[config.mk]
export PLATFORM = sky130hd
export DESIGN_NAME = pong_top
export DESIGN_NICKNAME = d
export VERILOG_FILES = /design/src/verilog/pong_pkg.sv /design/src/verilog/pong_interfaces.sv /design/src/verilog/button_debounce.sv /design/src/verilog/paddle_buttons.sv /design/src/verilog/raster_timing.sv /design/src/verilog/pong_physics.sv /design/src/verilog/scene_renderer.sv /design/src/verilog/video_select.sv /design/src/verilog/pong_top.sv
export SDC_FILE = /design/constraint.sdc
export NUM_CORES = 1
export LEC_CHECK = 0
export BUFFER_PORTS_ARGS = -buffer_cell sky130_fd_sc_hd__buf_4
export CAP_MARGIN = 40
export CORE_MARGIN = 5
export CORE_UTILIZATION = 30
export CTS_CLUSTER_SIZE = 40
export DETAILED_ROUTE_END_ITERATION = 10
export GPL_ROUTABILITY_DRIVEN = 0
export PLACE_DENSITY = 0.53
export SYNTH_ARGS = -nofsm -noshare
export SYNTH_HDL_FRONTEND = slang
export SYNTH_HIERARCHICAL = 1
export SYNTH_SLANG_ARGS = --single-unit
[constraint.sdc]
create_clock -name clock -period 3.48 [get_ports clock]
set_input_delay 0.174 -clock clock [delete_from_list [all_inputs] [get_ports clock]]
set_output_delay 0.174 -clock clock [all_outputs]
set_load 0.05 [all_outputs]
[src/verilog/pong_pkg.sv]
// shared definitions for the pong design
// geometry defaults, colours, pixel and coordinate types, source modes
`default_nettype none

package pong_pkg;

   // 1024x768 raster, 1344 clocks per line, 806 lines per frame
   localparam int H_ACTIVE_DEF = 1024;
   localparam int H_FRONT_DEF = 24;
   localparam int H_SYNC_DEF = 136;
   localparam int H_BACK_DEF = 160;
   localparam int V_ACTIVE_DEF = 768;
   localparam int V_FRONT_DEF = 9;
   localparam int V_SYNC_DEF = 6;
   localparam int V_BACK_DEF = 23;

   // game objects, in pixels
   localparam int PADDLE_H_DEF = 128;
   localparam int PADDLE_W_DEF = 16;
   localparam int PADDLE_STEP_DEF = 4;
   localparam int PUCK_DIM_DEF = 64;
   localparam int SQUARE_DIM_DEF = 128;

   // button filter length in clocks, and colour bar position in hcount
   localparam int DEBOUNCE_DEF = 650000;
   localparam int BAR_SHIFT_DEF = 6;

   // puck weight in the blend, out of 256
   localparam int ALPHA = 128;

   typedef logic [23:0] pixel_t;
   typedef logic [10:0] hcoord_t;
   typedef logic [9:0] vcoord_t;

   // red in the high byte
   localparam pixel_t COLOR_PADDLE = 24'hFF_FF_00;
   localparam pixel_t COLOR_PUCK = 24'hFF_FF_FF;
   localparam pixel_t COLOR_SQUARE = 24'hFF_00_00;

   // code 3 is unnamed and shows the game as well
   typedef enum logic [1:0] {
      SRC_PONG = 2'b00,
      SRC_OUTLINE = 2'b01,
      SRC_BARS = 2'b10
   } source_mode_t;

endpackage

`default_nettype wire

[src/verilog/pong_interfaces.sv]
// raster, paddle button and game state interfaces
`default_nettype none

// raster counts, syncs and frame marker from the timing generator
interface raster_if;
   import pong_pkg::*;

   hcoord_t hcount;
   vcoord_t vcount;
   // syncs are active low
   logic hsync;
   logic vsync;
   logic blank;
   // one clock wide, on the vsync fall
   logic frame_tick;

   modport source (output hcount, vcount, hsync, vsync, blank, frame_tick);
   modport sink (input hcount, vcount, hsync, vsync, blank, frame_tick);
endinterface

// debounced paddle requests, active high
// up/down steer the left paddle, left/right the right paddle
interface paddle_if;
   logic up;
   logic down;
   logic left;
   logic right;

   modport source (output up, down, left, right);
   modport sink (input up, down, left, right);
endinterface

// positions of the moving objects, top left corners
interface game_if;
   import pong_pkg::*;

   vcoord_t paddle_y;
   vcoord_t paddle_2_y;
   hcoord_t puck_x;
   vcoord_t puck_y;

   modport source (output paddle_y, paddle_2_y, puck_x, puck_y);
   modport sink (input paddle_y, paddle_2_y, puck_x, puck_y);
endinterface

`default_nettype wire

[src/verilog/button_debounce.sv]
// counter debouncer for a single button
`default_nettype none

module button_debounce #(
   parameter int DEBOUNCE = 650000
) (
   input  logic clock,
   input  logic reset,
   input  logic noisy,
   output logic clean
);

   localparam int CW = $clog2(DEBOUNCE + 1);

   logic [CW-1:0] count;
   // last sampled input level
   logic sample;

   // any change of the input restarts the count
   always_ff @(posedge clock) begin
      if (reset) begin
         sample <= noisy;
         clean <= noisy;
         count <= '0;
      end else if (noisy != sample) begin
         sample <= noisy;
         count <= '0;
      end else if (count == CW'(DEBOUNCE)) begin
         clean <= sample;
      end else begin
         count <= count + 1'b1;
      end
   end

   // output only moves once the input has held still long enough
   assert property (@(posedge clock) disable iff (reset)
      $changed(clean) |-> $past(count == CW'(DEBOUNCE)) || $past(reset));

endmodule

`default_nettype wire

[src/verilog/paddle_buttons.sv]
// input side of the game
// inverts and debounces the four paddle buttons
`default_nettype none

module paddle_buttons #(
   parameter int DEBOUNCE = 650000
) (
   input  logic clock,
   input  logic reset,
   input  logic button_up_n,
   input  logic button_down_n,
   input  logic button_left_n,
   input  logic button_right_n,
   paddle_if.source buttons
);

   logic [3:0] pressed;
   logic [3:0] filtered;

   // board buttons pull low when pressed
   assign pressed = ~{button_up_n, button_down_n, button_left_n, button_right_n};

   for (genvar i = 0; i < 4; i++) begin : g_debounce
      button_debounce #(.DEBOUNCE(DEBOUNCE)) debounce_inst (
         .clock(clock),
         .reset(reset),
         .noisy(pressed[i]),
         .clean(filtered[i])
      );
   end

   assign buttons.up = filtered[3];
   assign buttons.down = filtered[2];
   assign buttons.left = filtered[1];
   assign buttons.right = filtered[0];

endmodule

`default_nettype wire

[src/verilog/raster_timing.sv]
// raster timing generator
// pixel and line counters, active-low syncs, blanking, frame-start pulse
`default_nettype none

module raster_timing #(
   parameter int H_ACTIVE = 1024,
   parameter int H_FRONT = 24,
   parameter int H_SYNC = 136,
   parameter int H_BACK = 160,
   parameter int V_ACTIVE = 768,
   parameter int V_FRONT = 9,
   parameter int V_SYNC = 6,
   parameter int V_BACK = 23
) (
   input  logic clock,
   input  logic reset,
   raster_if.source raster
);

   localparam int H_TOTAL = H_ACTIVE + H_FRONT + H_SYNC + H_BACK;
   localparam int V_TOTAL = V_ACTIVE + V_FRONT + V_SYNC + V_BACK;

   logic hblank, vblank;
   logic next_hblank, next_vblank;
   logic hblank_on, hsync_on, hsync_off, hreset;
   logic vblank_on, vsync_on, vsync_off, vreset;

   ////////////////////////////////////////////////////////////
   // horizontal events decoded one clock before they take effect
   assign hblank_on = raster.hcount == H_ACTIVE - 1;
   assign hsync_on = raster.hcount == H_ACTIVE + H_FRONT - 1;
   assign hsync_off = raster.hcount == H_ACTIVE + H_FRONT + H_SYNC - 1;
   assign hreset = raster.hcount == H_TOTAL - 1;

   // vertical events only count at the end of a line
   assign vblank_on = hreset && raster.vcount == V_ACTIVE - 1;
   assign vsync_on = hreset && raster.vcount == V_ACTIVE + V_FRONT - 1;
   assign vsync_off = hreset && raster.vcount == V_ACTIVE + V_FRONT + V_SYNC - 1;
   assign vreset = hreset && raster.vcount == V_TOTAL - 1;

   assign next_hblank = hreset ? 1'b0 : (hblank_on ? 1'b1 : hblank);
   assign next_vblank = vreset ? 1'b0 : (vblank_on ? 1'b1 : vblank);

   ////////////////////////////////////////////////////////////
   always_ff @(posedge clock) begin
      if (reset) begin
         raster.hcount <= '0;
         raster.vcount <= '0;
         raster.hsync <= 1'b1;
         raster.vsync <= 1'b1;
         raster.blank <= 1'b0;
         raster.frame_tick <= 1'b0;
         hblank <= 1'b0;
         vblank <= 1'b0;
      end else begin
         raster.hcount <= hreset ? '0 : raster.hcount + 1'b1;
         if (hreset) begin
            raster.vcount <= vreset ? '0 : raster.vcount + 1'b1;
         end
         raster.hsync <= hsync_on ? 1'b0 : (hsync_off ? 1'b1 : raster.hsync);
         raster.vsync <= vsync_on ? 1'b0 : (vsync_off ? 1'b1 : raster.vsync);
         hblank <= next_hblank;
         vblank <= next_vblank;
         // next-state flags let blank drop together with the line wrap
         raster.blank <= next_vblank | next_hblank;
         // same edge that takes vsync low
         raster.frame_tick <= vsync_on;
      end
   end

   assert property (@(posedge clock) disable iff (reset) raster.hcount < H_TOTAL);

endmodule

`default_nettype wire

[src/verilog/pong_physics.sv]
// game physics, stepped once per frame
// paddle moves, puck motion, wall and paddle bounces, game over
`default_nettype none

module pong_physics #(
   parameter int H_ACTIVE = 1024,
   parameter int V_ACTIVE = 768,
   parameter int PADDLE_H = 128,
   parameter int PADDLE_W = 16,
   parameter int PADDLE_STEP = 4,
   parameter int PUCK_DIM = 64
) (
   input  logic clock,
   input  logic reset,
   input  logic [3:0] puck_speed,
   raster_if.sink raster,
   paddle_if.sink buttons,
   game_if.source game
);

   import pong_pkg::*;

   // start positions
   localparam vcoord_t PADDLE_Y0 = vcoord_t'(V_ACTIVE / 3);
   localparam hcoord_t PUCK_X0 = hcoord_t'(H_ACTIVE / 2 - PUCK_DIM / 2);
   localparam vcoord_t PUCK_Y0 = vcoord_t'(V_ACTIVE / 2 - PUCK_DIM / 2);
   // puck limits, left edges of the zones next to each paddle
   localparam hcoord_t X_HIT_LEFT = hcoord_t'(PADDLE_W);
   localparam hcoord_t X_HIT_RIGHT = hcoord_t'(H_ACTIVE - PADDLE_W - PUCK_DIM);
   localparam hcoord_t X_MAX = hcoord_t'(H_ACTIVE - PUCK_DIM);
   localparam vcoord_t Y_MAX = vcoord_t'(V_ACTIVE - PUCK_DIM);
   localparam vcoord_t STEP_V = vcoord_t'(PADDLE_STEP);

   vcoord_t paddle_y, paddle_2_y, puck_y;
   hcoord_t puck_x;
   hcoord_t speed_h;
   vcoord_t speed_v;
   // 1 = moving right, 1 = moving down
   logic x_vel, y_vel;
   logic game_over;
   logic hits_paddle, hits_paddle_2;

   assign speed_h = hcoord_t'(puck_speed);
   assign speed_v = vcoord_t'(puck_speed);

   // puck overlaps a paddle vertically
   assign hits_paddle = puck_y + PUCK_DIM > paddle_y && puck_y < paddle_y + PADDLE_H;
   assign hits_paddle_2 = puck_y + PUCK_DIM > paddle_2_y && puck_y < paddle_2_y + PADDLE_H;

   always_ff @(posedge clock) begin
      if (reset) begin
         paddle_y <= PADDLE_Y0;
         paddle_2_y <= PADDLE_Y0;
         puck_x <= PUCK_X0;
         puck_y <= PUCK_Y0;
         x_vel <= 1'b1;
         y_vel <= 1'b1;
         game_over <= 1'b0;
      end else if (raster.frame_tick && !game_over) begin
         ////////////////////////////////////////////////////////////
         // paddles, down wins over up
         if (buttons.down && paddle_y + PADDLE_STEP + PADDLE_H <= V_ACTIVE) begin
            paddle_y <= paddle_y + STEP_V;
         end else if (buttons.up && paddle_y >= PADDLE_STEP) begin
            paddle_y <= paddle_y - STEP_V;
         end
         if (buttons.right && paddle_2_y + PADDLE_STEP + PADDLE_H <= V_ACTIVE) begin
            paddle_2_y <= paddle_2_y + STEP_V;
         end else if (buttons.left && paddle_2_y >= PADDLE_STEP) begin
            paddle_2_y <= paddle_2_y - STEP_V;
         end

         ////////////////////////////////////////////////////////////
         // horizontal: bounce off a paddle or stop at the edge on a miss
         if (x_vel && puck_x >= X_HIT_RIGHT) begin
            if (hits_paddle_2) begin
               x_vel <= 1'b0;
               puck_x <= puck_x - speed_h;
            end else begin
               puck_x <= X_MAX;
               game_over <= 1'b1;
            end
         end else if (!x_vel && puck_x <= X_HIT_LEFT) begin
            if (hits_paddle) begin
               x_vel <= 1'b1;
               puck_x <= puck_x + speed_h;
            end else begin
               puck_x <= '0;
               game_over <= 1'b1;
            end
         end else begin
            puck_x <= x_vel ? puck_x + speed_h : puck_x - speed_h;
         end

         // vertical: clamp to the wall and turn around
         if (y_vel && puck_y + PUCK_DIM + puck_speed > V_ACTIVE) begin
            y_vel <= 1'b0;
            puck_y <= Y_MAX;
         end else if (!y_vel && puck_y < speed_v) begin
            y_vel <= 1'b1;
            puck_y <= '0;
         end else begin
            puck_y <= y_vel ? puck_y + speed_v : puck_y - speed_v;
         end
      end
   end

   assign game.paddle_y = paddle_y;
   assign game.paddle_2_y = paddle_2_y;
   assign game.puck_x = puck_x;
   assign game.puck_y = puck_y;

   // paddles stay on screen
   assert property (@(posedge clock) disable iff (reset)
      paddle_y + PADDLE_H <= V_ACTIVE && paddle_2_y + PADDLE_H <= V_ACTIVE);

endmodule

`default_nettype wire

[src/verilog/scene_renderer.sv]
// scene renderer
// rectangle tests for paddles, puck and square, alpha blend, final pixel
`default_nettype none

module scene_renderer #(
   parameter int H_ACTIVE = 1024,
   parameter int V_ACTIVE = 768,
   parameter int PADDLE_H = 128,
   parameter int PADDLE_W = 16,
   parameter int PUCK_DIM = 64,
   parameter int SQUARE_DIM = 128
) (
   raster_if.sink raster,
   game_if.sink game,
   output pong_pkg::pixel_t pixel
);

   import pong_pkg::*;

   // square is fixed where the puck starts, centred on screen
   localparam int SQUARE_X = H_ACTIVE / 2 - SQUARE_DIM / 2;
   localparam int SQUARE_Y = V_ACTIVE / 2 - SQUARE_DIM / 2;

   pixel_t paddle_px, paddle_2_px, puck_px, square_px;
   pixel_t mix;

   // true when the raster position lies inside the w x h box at x0,y0
   function automatic logic in_rect(input int hc, input int vc, input int x0,
                                    input int y0, input int w, input int h);
      return hc >= x0 && hc < x0 + w && vc >= y0 && vc < y0 + h;
   endfunction

   assign paddle_px = in_rect(raster.hcount, raster.vcount, 0, game.paddle_y,
                              PADDLE_W, PADDLE_H) ? COLOR_PADDLE : '0;
   assign paddle_2_px = in_rect(raster.hcount, raster.vcount, H_ACTIVE - PADDLE_W,
                                game.paddle_2_y, PADDLE_W, PADDLE_H) ? COLOR_PADDLE : '0;
   assign puck_px = in_rect(raster.hcount, raster.vcount, game.puck_x, game.puck_y,
                            PUCK_DIM, PUCK_DIM) ? COLOR_PUCK : '0;
   assign square_px = in_rect(raster.hcount, raster.vcount, SQUARE_X, SQUARE_Y,
                              SQUARE_DIM, SQUARE_DIM) ? COLOR_SQUARE : '0;

   // per channel blend where puck and square overlap, plain OR elsewhere
   always_comb begin
      for (int c = 0; c < 3; c++) begin
         if (|puck_px && |square_px) begin
            mix[c*8 +: 8] = 8'((ALPHA * puck_px[c*8 +: 8] +
                                (256 - ALPHA) * square_px[c*8 +: 8]) / 256);
         end else begin
            mix[c*8 +: 8] = puck_px[c*8 +: 8] | square_px[c*8 +: 8];
         end
      end
   end

   // paddles sit on top, black while blanked
   assign pixel = raster.blank ? '0 : (paddle_px | paddle_2_px | mix);

endmodule

`default_nettype wire

[src/verilog/video_select.sv]
// output side
// picks game, outline or colour bars and registers colour with syncs
`default_nettype none

module video_select #(
   parameter int H_ACTIVE = 1024,
   parameter int V_ACTIVE = 768,
   parameter int BAR_SHIFT = 6
) (
   input  logic clock,
   input  pong_pkg::source_mode_t mode,
   raster_if.sink raster,
   input  pong_pkg::pixel_t game_pixel,
   output pong_pkg::pixel_t rgb,
   output logic hsync,
   output logic vsync,
   output logic blank
);

   import pong_pkg::*;

   logic border;
   pixel_t bars;
   pixel_t selected;

   // first and last active column and row
   assign border = raster.hcount == 0 || raster.hcount == H_ACTIVE - 1 ||
                   raster.vcount == 0 || raster.vcount == V_ACTIVE - 1;

   // three hcount bits spread over red, green and blue
   assign bars = {{8{raster.hcount[BAR_SHIFT+2]}}, {8{raster.hcount[BAR_SHIFT+1]}},
                  {8{raster.hcount[BAR_SHIFT]}}};

   always_comb begin
      case (mode)
         SRC_OUTLINE: selected = raster.blank ? '0 : {24{border}};
         SRC_BARS: selected = raster.blank ? '0 : bars;
         default: selected = game_pixel;
      endcase
   end

   // one stage for colour and syncs alike keeps them aligned
   always_ff @(posedge clock) begin
      rgb <= selected;
      hsync <= raster.hsync;
      vsync <= raster.vsync;
      blank <= raster.blank;
   end

endmodule

`default_nettype wire

[src/verilog/pong_top.sv]
// pong top level
// buttons, raster timing, physics, renderer and output stage
`default_nettype none

module pong_top #(
   parameter int H_ACTIVE = pong_pkg::H_ACTIVE_DEF,
   parameter int H_FRONT = pong_pkg::H_FRONT_DEF,
   parameter int H_SYNC = pong_pkg::H_SYNC_DEF,
   parameter int H_BACK = pong_pkg::H_BACK_DEF,
   parameter int V_ACTIVE = pong_pkg::V_ACTIVE_DEF,
   parameter int V_FRONT = pong_pkg::V_FRONT_DEF,
   parameter int V_SYNC = pong_pkg::V_SYNC_DEF,
   parameter int V_BACK = pong_pkg::V_BACK_DEF,
   parameter int PADDLE_H = pong_pkg::PADDLE_H_DEF,
   parameter int PADDLE_W = pong_pkg::PADDLE_W_DEF,
   parameter int PADDLE_STEP = pong_pkg::PADDLE_STEP_DEF,
   parameter int PUCK_DIM = pong_pkg::PUCK_DIM_DEF,
   parameter int SQUARE_DIM = pong_pkg::SQUARE_DIM_DEF,
   parameter int DEBOUNCE = pong_pkg::DEBOUNCE_DEF,
   parameter int BAR_SHIFT = pong_pkg::BAR_SHIFT_DEF
) (
   input  logic clock,
   input  logic reset,
   input  logic button_up_n,
   input  logic button_down_n,
   input  logic button_left_n,
   input  logic button_right_n,
   // 1:0 video source, 7:4 puck speed
   input  logic [7:0] switch,
   output logic [7:0] vga_red,
   output logic [7:0] vga_green,
   output logic [7:0] vga_blue,
   output logic vga_hsync,
   output logic vga_vsync,
   output logic vga_blank_n
);

   import pong_pkg::*;

   raster_if raster ();
   paddle_if paddles ();
   game_if game ();

   pixel_t game_pixel;
   pixel_t rgb;
   logic blank;

   paddle_buttons #(.DEBOUNCE(DEBOUNCE)) paddle_buttons_inst (
      .clock(clock),
      .reset(reset),
      .button_up_n(button_up_n),
      .button_down_n(button_down_n),
      .button_left_n(button_left_n),
      .button_right_n(button_right_n),
      .buttons(paddles)
   );

   raster_timing #(
      .H_ACTIVE(H_ACTIVE), .H_FRONT(H_FRONT), .H_SYNC(H_SYNC), .H_BACK(H_BACK),
      .V_ACTIVE(V_ACTIVE), .V_FRONT(V_FRONT), .V_SYNC(V_SYNC), .V_BACK(V_BACK)
   ) raster_timing_inst (
      .clock(clock),
      .reset(reset),
      .raster(raster)
   );

   pong_physics #(
      .H_ACTIVE(H_ACTIVE), .V_ACTIVE(V_ACTIVE), .PADDLE_H(PADDLE_H),
      .PADDLE_W(PADDLE_W), .PADDLE_STEP(PADDLE_STEP), .PUCK_DIM(PUCK_DIM)
   ) pong_physics_inst (
      .clock(clock),
      .reset(reset),
      .puck_speed(switch[7:4]),
      .raster(raster),
      .buttons(paddles),
      .game(game)
   );

   scene_renderer #(
      .H_ACTIVE(H_ACTIVE), .V_ACTIVE(V_ACTIVE), .PADDLE_H(PADDLE_H),
      .PADDLE_W(PADDLE_W), .PUCK_DIM(PUCK_DIM), .SQUARE_DIM(SQUARE_DIM)
   ) scene_renderer_inst (
      .raster(raster),
      .game(game),
      .pixel(game_pixel)
   );

   video_select #(
      .H_ACTIVE(H_ACTIVE), .V_ACTIVE(V_ACTIVE), .BAR_SHIFT(BAR_SHIFT)
   ) video_select_inst (
      .clock(clock),
      .mode(source_mode_t'(switch[1:0])),
      .raster(raster),
      .game_pixel(game_pixel),
      .rgb(rgb),
      .hsync(vga_hsync),
      .vsync(vga_vsync),
      .blank(blank)
   );

   assign vga_red = rgb[23:16];
   assign vga_green = rgb[15:8];
   assign vga_blue = rgb[7:0];
   assign vga_blank_n = ~blank;

endmodule

`default_nettype wire

# [Word level (Yosys, flattened, before mapping)]
# Cells that the tools add are included.
[op_classes] addsub=29 mux=62 bitwise_logic=8 n_reduce_logical=66 order_cmp=27 eq_ne=25
[ops] cell="24-bit two-way mux" count=7
[ops] cell="11-bit by 32-bit less-than comparator with 1-bit output" count=3
[ops] cell="20-bit by 1-bit adder with 20-bit output, second input constant" count=4
[ops] cell="20-bit == test, second input constant" count=4
[ops] cell="10-bit two-way mux" count=8
[ops] cell="32-bit by 8-bit adder with 32-bit output, second input constant" count=2
[ops] cell="32-bit by 10-bit <= comparator with 1-bit output, second input constant" count=2
[ops] cell="10-bit by 32-bit less-than comparator with 1-bit output" count=2
[ops] cell="11-bit two-way mux" count=5
[ops] cell="15-bit by 15-bit adder with 16-bit output" count=3
[ops] cell="24-bit bitwise OR" count=2
[ops] cell="24-bit case mux with 2 select lines" count=1
[ops] cell="24-bit OR reduction" count=2
[ops] cell="10-bit by 8-bit adder with 11-bit output, second input constant" count=4
[ops] cell="10-bit == test, second input constant" count=4
[ops] cell="1-bit two-way mux" count=38
[ops] cell="11-bit == test, second input constant" count=3
[ops] cell="32-bit by 4-bit adder with 32-bit output" count=1
[ops] cell="32-bit by 10-bit > comparator with 1-bit output" count=1
[ops] cell="32-bit by 10-bit > comparator with 1-bit output, second input constant" count=1
[ops] cell="12-bit by 32-bit less-than comparator with 1-bit output" count=1
[ops] cell="10-bit greater-or-equal comparator" count=3
[ops] cell="2-bit nonzero test" count=15
[ops] cell="1-bit logical AND" count=27
[ops] cell="41 further kinds" count=74
[word_totals] output_inout_bits=27 wordCells=248 inputBits=14 register_bits=186

# [Longest topological paths before layout]
[logic_depth] depth_word=12 mapped_depth=12 depth_no_buf=11

# [Cells and area by module]
# The synthesis kept the hierarchy.
[modules_own_cells] mod="pong_physics" seq_area_each_um2=800.8 area_each_um2=4595.7 n_inst=1 cells_per_inst=585
[modules_own_cells] mod="button_debounce" seq_area_each_um2=460.4 area_each_um2=1077.3 n_inst=4 cells_per_inst=124
[modules_own_cells] mod="scene_renderer" seq_area_each_um2=0.0 area_each_um2=1930.6 n_inst=1 cells_per_inst=262
[modules_own_cells] mod="raster_timing" seq_area_each_um2=540.5 area_each_um2=1244.9 n_inst=1 cells_per_inst=144
[modules_own_cells] mod="video_select" seq_area_each_um2=540.5 area_each_um2=1031.0 n_inst=1 cells_per_inst=106
[modules_own_cells] mod="paddle_buttons" seq_area_each_um2=0.0 area_each_um2=15.0 n_inst=1 cells_per_inst=4
[modules_own_cells] mod="pong_top" seq_area_each_um2=0.0 area_each_um2=3.8 n_inst=1 cells_per_inst=1

# [Worst setup path after synthesis]
# No wires, ideal clock.
[synth_timing] kind="reg2reg" from="register pong_physics_inst.puck_y[6] (netlist: pong_physics_inst/game.puck_y[6])" to="register pong_physics_inst.puck_x[5] (netlist: pong_physics_inst/game.puck_x[5])" path_slack_ns=0.565 t_arrival_ns=2.793 path_stages_with_launch=12 path_cell_list="dfxtp_1 -> buf_2 -> inv_1 -> ha_1 -> ha_1 -> a21oi_1 -> nor2b_1 -> o21ai_0 -> a41oi_1 -> a211oi_2 -> o31ai_1 -> a221o_1"
[synth_via] elab_chain_cells=6 word_cells_on_any_way=11
[synth_rtl] element="from (decl)" line_no="pong_physics.sv:34" rtl="vcoord_t paddle_y, paddle_2_y, puck_y;"
[synth_rtl] element="from (signal assigned)" line_no="pong_physics.sv:103" rtl="puck_y <= y_vel ? puck_y + speed_v : puck_y - speed_v;"
[synth_rtl] element="branches (longest 5 deep; another with 32-bit by 10-bit > comparator with 1-bit output)"
[synth_rtl] element="11-bit two-way mux *" line_no="pong_physics.sv:75" rtl="if (x_vel && puck_x >= X_HIT_RIGHT) begin"
[synth_rtl] element="to (signal assigned)" line_no="pong_physics.sv:78" rtl="puck_x <= puck_x - speed_h;"
[synth_rtl] element="to (signal assigned)" line_no="pong_physics.sv:86" rtl="puck_x <= puck_x + speed_h;"
[synth_rtl] element="to (signal assigned)" line_no="pong_physics.sv:92" rtl="puck_x <= x_vel ? puck_x + speed_h : puck_x - speed_h;"
[synth_rtl] element="to (decl)" line_no="pong_physics.sv:35" rtl="hcoord_t puck_x;"
# Every way passes the cells marked *.
# A chain may end at the register's enable or synchronous reset.

# [Worst setup path after layout]
[layout_timing] from="register pong_physics_inst.puck_y[6] (netlist: pong_physics_inst/game.puck_y[6])" to="register pong_physics_inst.puck_x[6] (netlist: pong_physics_inst/game.puck_x[6])"
# The elaborated chain is that of the path after synthesis.

==> impl_metrics.toml <==
[outcome]
outcome = "finished, final reports clean"

[synth]
ys.flop_type = "dfxtp_1"
yosysSeqAreaShare_pct = 28.4
synth-seq-cells = 182
yosysUniqueCellTypes = 104
synth_area_um2 = 13100
synth_commonest_cells = "dfxtp_1, ha_1, inv_1"
synthTopCellsByArea = "dfxtp_1, ha_1, xnor2_1"
synth-edff-count = 8
yosysTopAreaCellShare_pct = 26.5
yosys_warnings = 6
synth_top_cell_by_area = "dfxtp_1"
syn_avg_cell_area_um2 = 8.22
synthArstFlopShare_pct = 0
yosys.cell_count.top_type = "dfxtp_1"
netlist_instances = 1598

[floorplan]
die_area_um2 = 48100
die_x_um = 219
io_pins = 41
core_area_um2 = 43200
die_y_um = 219
start_util_pct = 30.4
rows = 76

[clocking]
clock-sinks = 182
numCtsBuffers = 17
cts_buffer_depth = 2
cts.htree.levels = 4
clk_latency_ns = 0.46
root_buffer = "clkbuf_16"
cts_tree = "done"
cts_resized = 0
clk_pin_slew_ns = 0.07

[drt]
dr.pass1.iters = 5
num_vias = 11338
drt_iter0_drc = 647
routed_wl_um = 32900
antenna_left = 0
drt-wirelength-per-cell_um = 15.0
routed_via_density = 5.15
drcViolationCount = 0

[finish]
drive_gt1_share_pct = 9.52
antenna_cells = 0
fillers = 4590
nets = 1758
syn2layout_area_growth_pct = 10.2

[worst_setup_path]
path_max_fanout = 10
cp_slowest_stage_delay_ns = 0.57
critPathSlowestCell = "a41oi_1"
critPathRequiredTime_ns = 3.83
r2r_cells = 9
rr_startpoint = "pong_physics_inst/game.puck_y[6]"
crit_path_end_kind = "register"
regToRegSetupSlack_ns = 0.21
cp_common_cell = "ha_1"
worstSetupPathType = "reg -> reg"
crit_arrival_ns = 3.62
crit_path_start_kind = "register"
crit_chain = "inv_1, ha_1, ha_1, nand3_1, a21o_1, a41oi_1, o221ai_2, nand2b_1, mux2_2"
worstReg2RegEnd = "pong_physics_inst/game.puck_x[6]"

[timing]
fmax_mhz = 305
fin_worst_skew_ns = 0.0130
slew_violations = 0
finalCritPeriodShare_pct = 94.1
whs_ns = 0.0256
setup_viol = 0
tightest_slew_ns = 0.731
rsz0062_at_grt = "false"
hold_viol = 0
fin_crit_ns = 3.27
finalSetupTns_ns = 0
slew_headroom_pct = 51.2

[global_route]
grt_max_degree = 37
grt_pass1_wl_um = 54600
track_usage_pct = 13.7
grt_pass1_vias = 10844
antenna_found_initial = 0
gr-total-overflow = 0

[place]
dp_hpwl_um = 23900
port_buffers = 38

[flow_run]
maxCapViolations = 0

[power]
p_leak_nw = 5.59
ir_worst_vdd_mv = 0.299
power.total_w = 0.00436
p_per_area_nw_per_um2 = 301

[worst_hold_path]
worstHoldStart = "button_right_n"
holdCritPathClass = "in -> reg"
hold_path_depth = 2
[repair_timing]
item | CTS | global route
setup buffers | 0 | 0
hold buffers | 1 | 0
endpoints found under the hold margin | 1 | 0
setup endpoints to repair | 0 | 0
[metal layers]
layer	GRT usage [%]	vias to the layer above	part of all wire (%)
met5	0	-	0
met4	4.40	0	1.9
met3	2.18	38	3.6
met2	23.3	188	47
met1	17.9	5356	48
li1	-	5756	-
[state kept, by name, indices dropped and copies added, names as in the netlist, 8 cells and up]
register / count
video_select_inst/rgb: 24
pong_physics_inst/game.paddle_y: 8
pong_physics_inst/game.puck_x: 11
paddle_buttons_inst/g_debounce.debounce_inst/count: 80
pong_physics_inst/game.paddle_2_y: 8
raster_timing_inst/raster.vcount: 10
pong_physics_inst/game.puck_y: 10
raster_timing_inst/raster.hcount: 11
[worst max-delay path, delay by kind of cell (launching register included)]
kind | cells | cell delay [ns]
flops | 1 | 0.55
compound gates | 3 | 1.05
buf+inv | 1 | 0.19
mux | 1 | 0.26
simple gates | 2 | 0.33
fa+ha+maj | 2 | 0.78
[power breakdown]
group          total [W]  switching [W]  leakage [nW]  internal, W
clock            0.00186       0.000842         0.263      0.00102
sequential       0.00217      0.0000363          1.49      0.00214
combinational   0.000325       0.000215          3.84     0.000110
total            0.00436        0.00109          5.59      0.00326
[worst max path at each step]
stage / from / endpoint / slack [ns]
floorplan: pong_physics_inst/game.puck_y[6] / pong_physics_inst/game.puck_x[5] / 0.56
CTS: pong_physics_inst/game.puck_y[6] / pong_physics_inst/game.puck_x[6] / 0.26
finish: pong_physics_inst/game.puck_y[6] / pong_physics_inst/game.puck_x[6] / 0.21
detailed placement: pong_physics_inst/game.puck_y[6] / pong_physics_inst/game.puck_x[6] / 0.28
global route: pong_physics_inst/game.puck_y[6] / pong_physics_inst/game.puck_x[6] / 0.06
global placement: pong_physics_inst/game.puck_y[6] / pong_physics_inst/game.puck_x[6] / 0.38
[per-stage QoR]
step	instance area (µm²)	instances	worst slack [ns]	utilization, %
5_1_grt	14500	2203	0.0641	33.5
4_1_cts	14500	2203	0.264	33.5
6_report	14500	2203	0.206	33.5
2_1_floorplan	13100	1601	0.565	-
3_3_place_gp	13900	2171	0.377	32.2
3_5_place_dp	13900	2171	0.277	32.2
[cell families (layout without fill, tap and decap cells)]
family	after synthesis	count (layout)	synth area share, %
AOI/OAI and AO/OA	351	351	18.0
xor gates and xnor gates	91	91	6.07
adders and majority gates	138	138	13.4
buffers and inverters	215	232	7.17
DFF	182	182	28.4
muxes	32	32	2.54
other	1	4	0.0286
and+or+nand+nor	588	588	24.5
[cell type report]
cell class | count | area (µm²) | area share (%)
inverter | 140 | 526 | 3.63
multi-input combinational | 1204 | 8480 | 58.6
sequential | 182 | 3720 | 25.7
clock inverter | 8 | 77.6 | 0.536
clock buffer | 23 | 468 | 3.23
tap | 585 | 732 | 5.06
timing repair buffer | 61 | 460 | 3.18
[placed cells by master (no fill, tap or decap), types with 20 or more instances in the layout]
cell,n
ha_1,134
nand2_1,97
a21oi_1,118
and3_1,20
or3_1,35
dfxtp_1,174
nor4_1,27
inv_1,134
nor2_1,128
buf_4,60
nand4_1,35
o31ai_1,20
nor3_1,49
o21ai_0,70
mux2i_1,24
xnor2_1,76
nand3_1,80
Power figures use the tool's default switching activity.
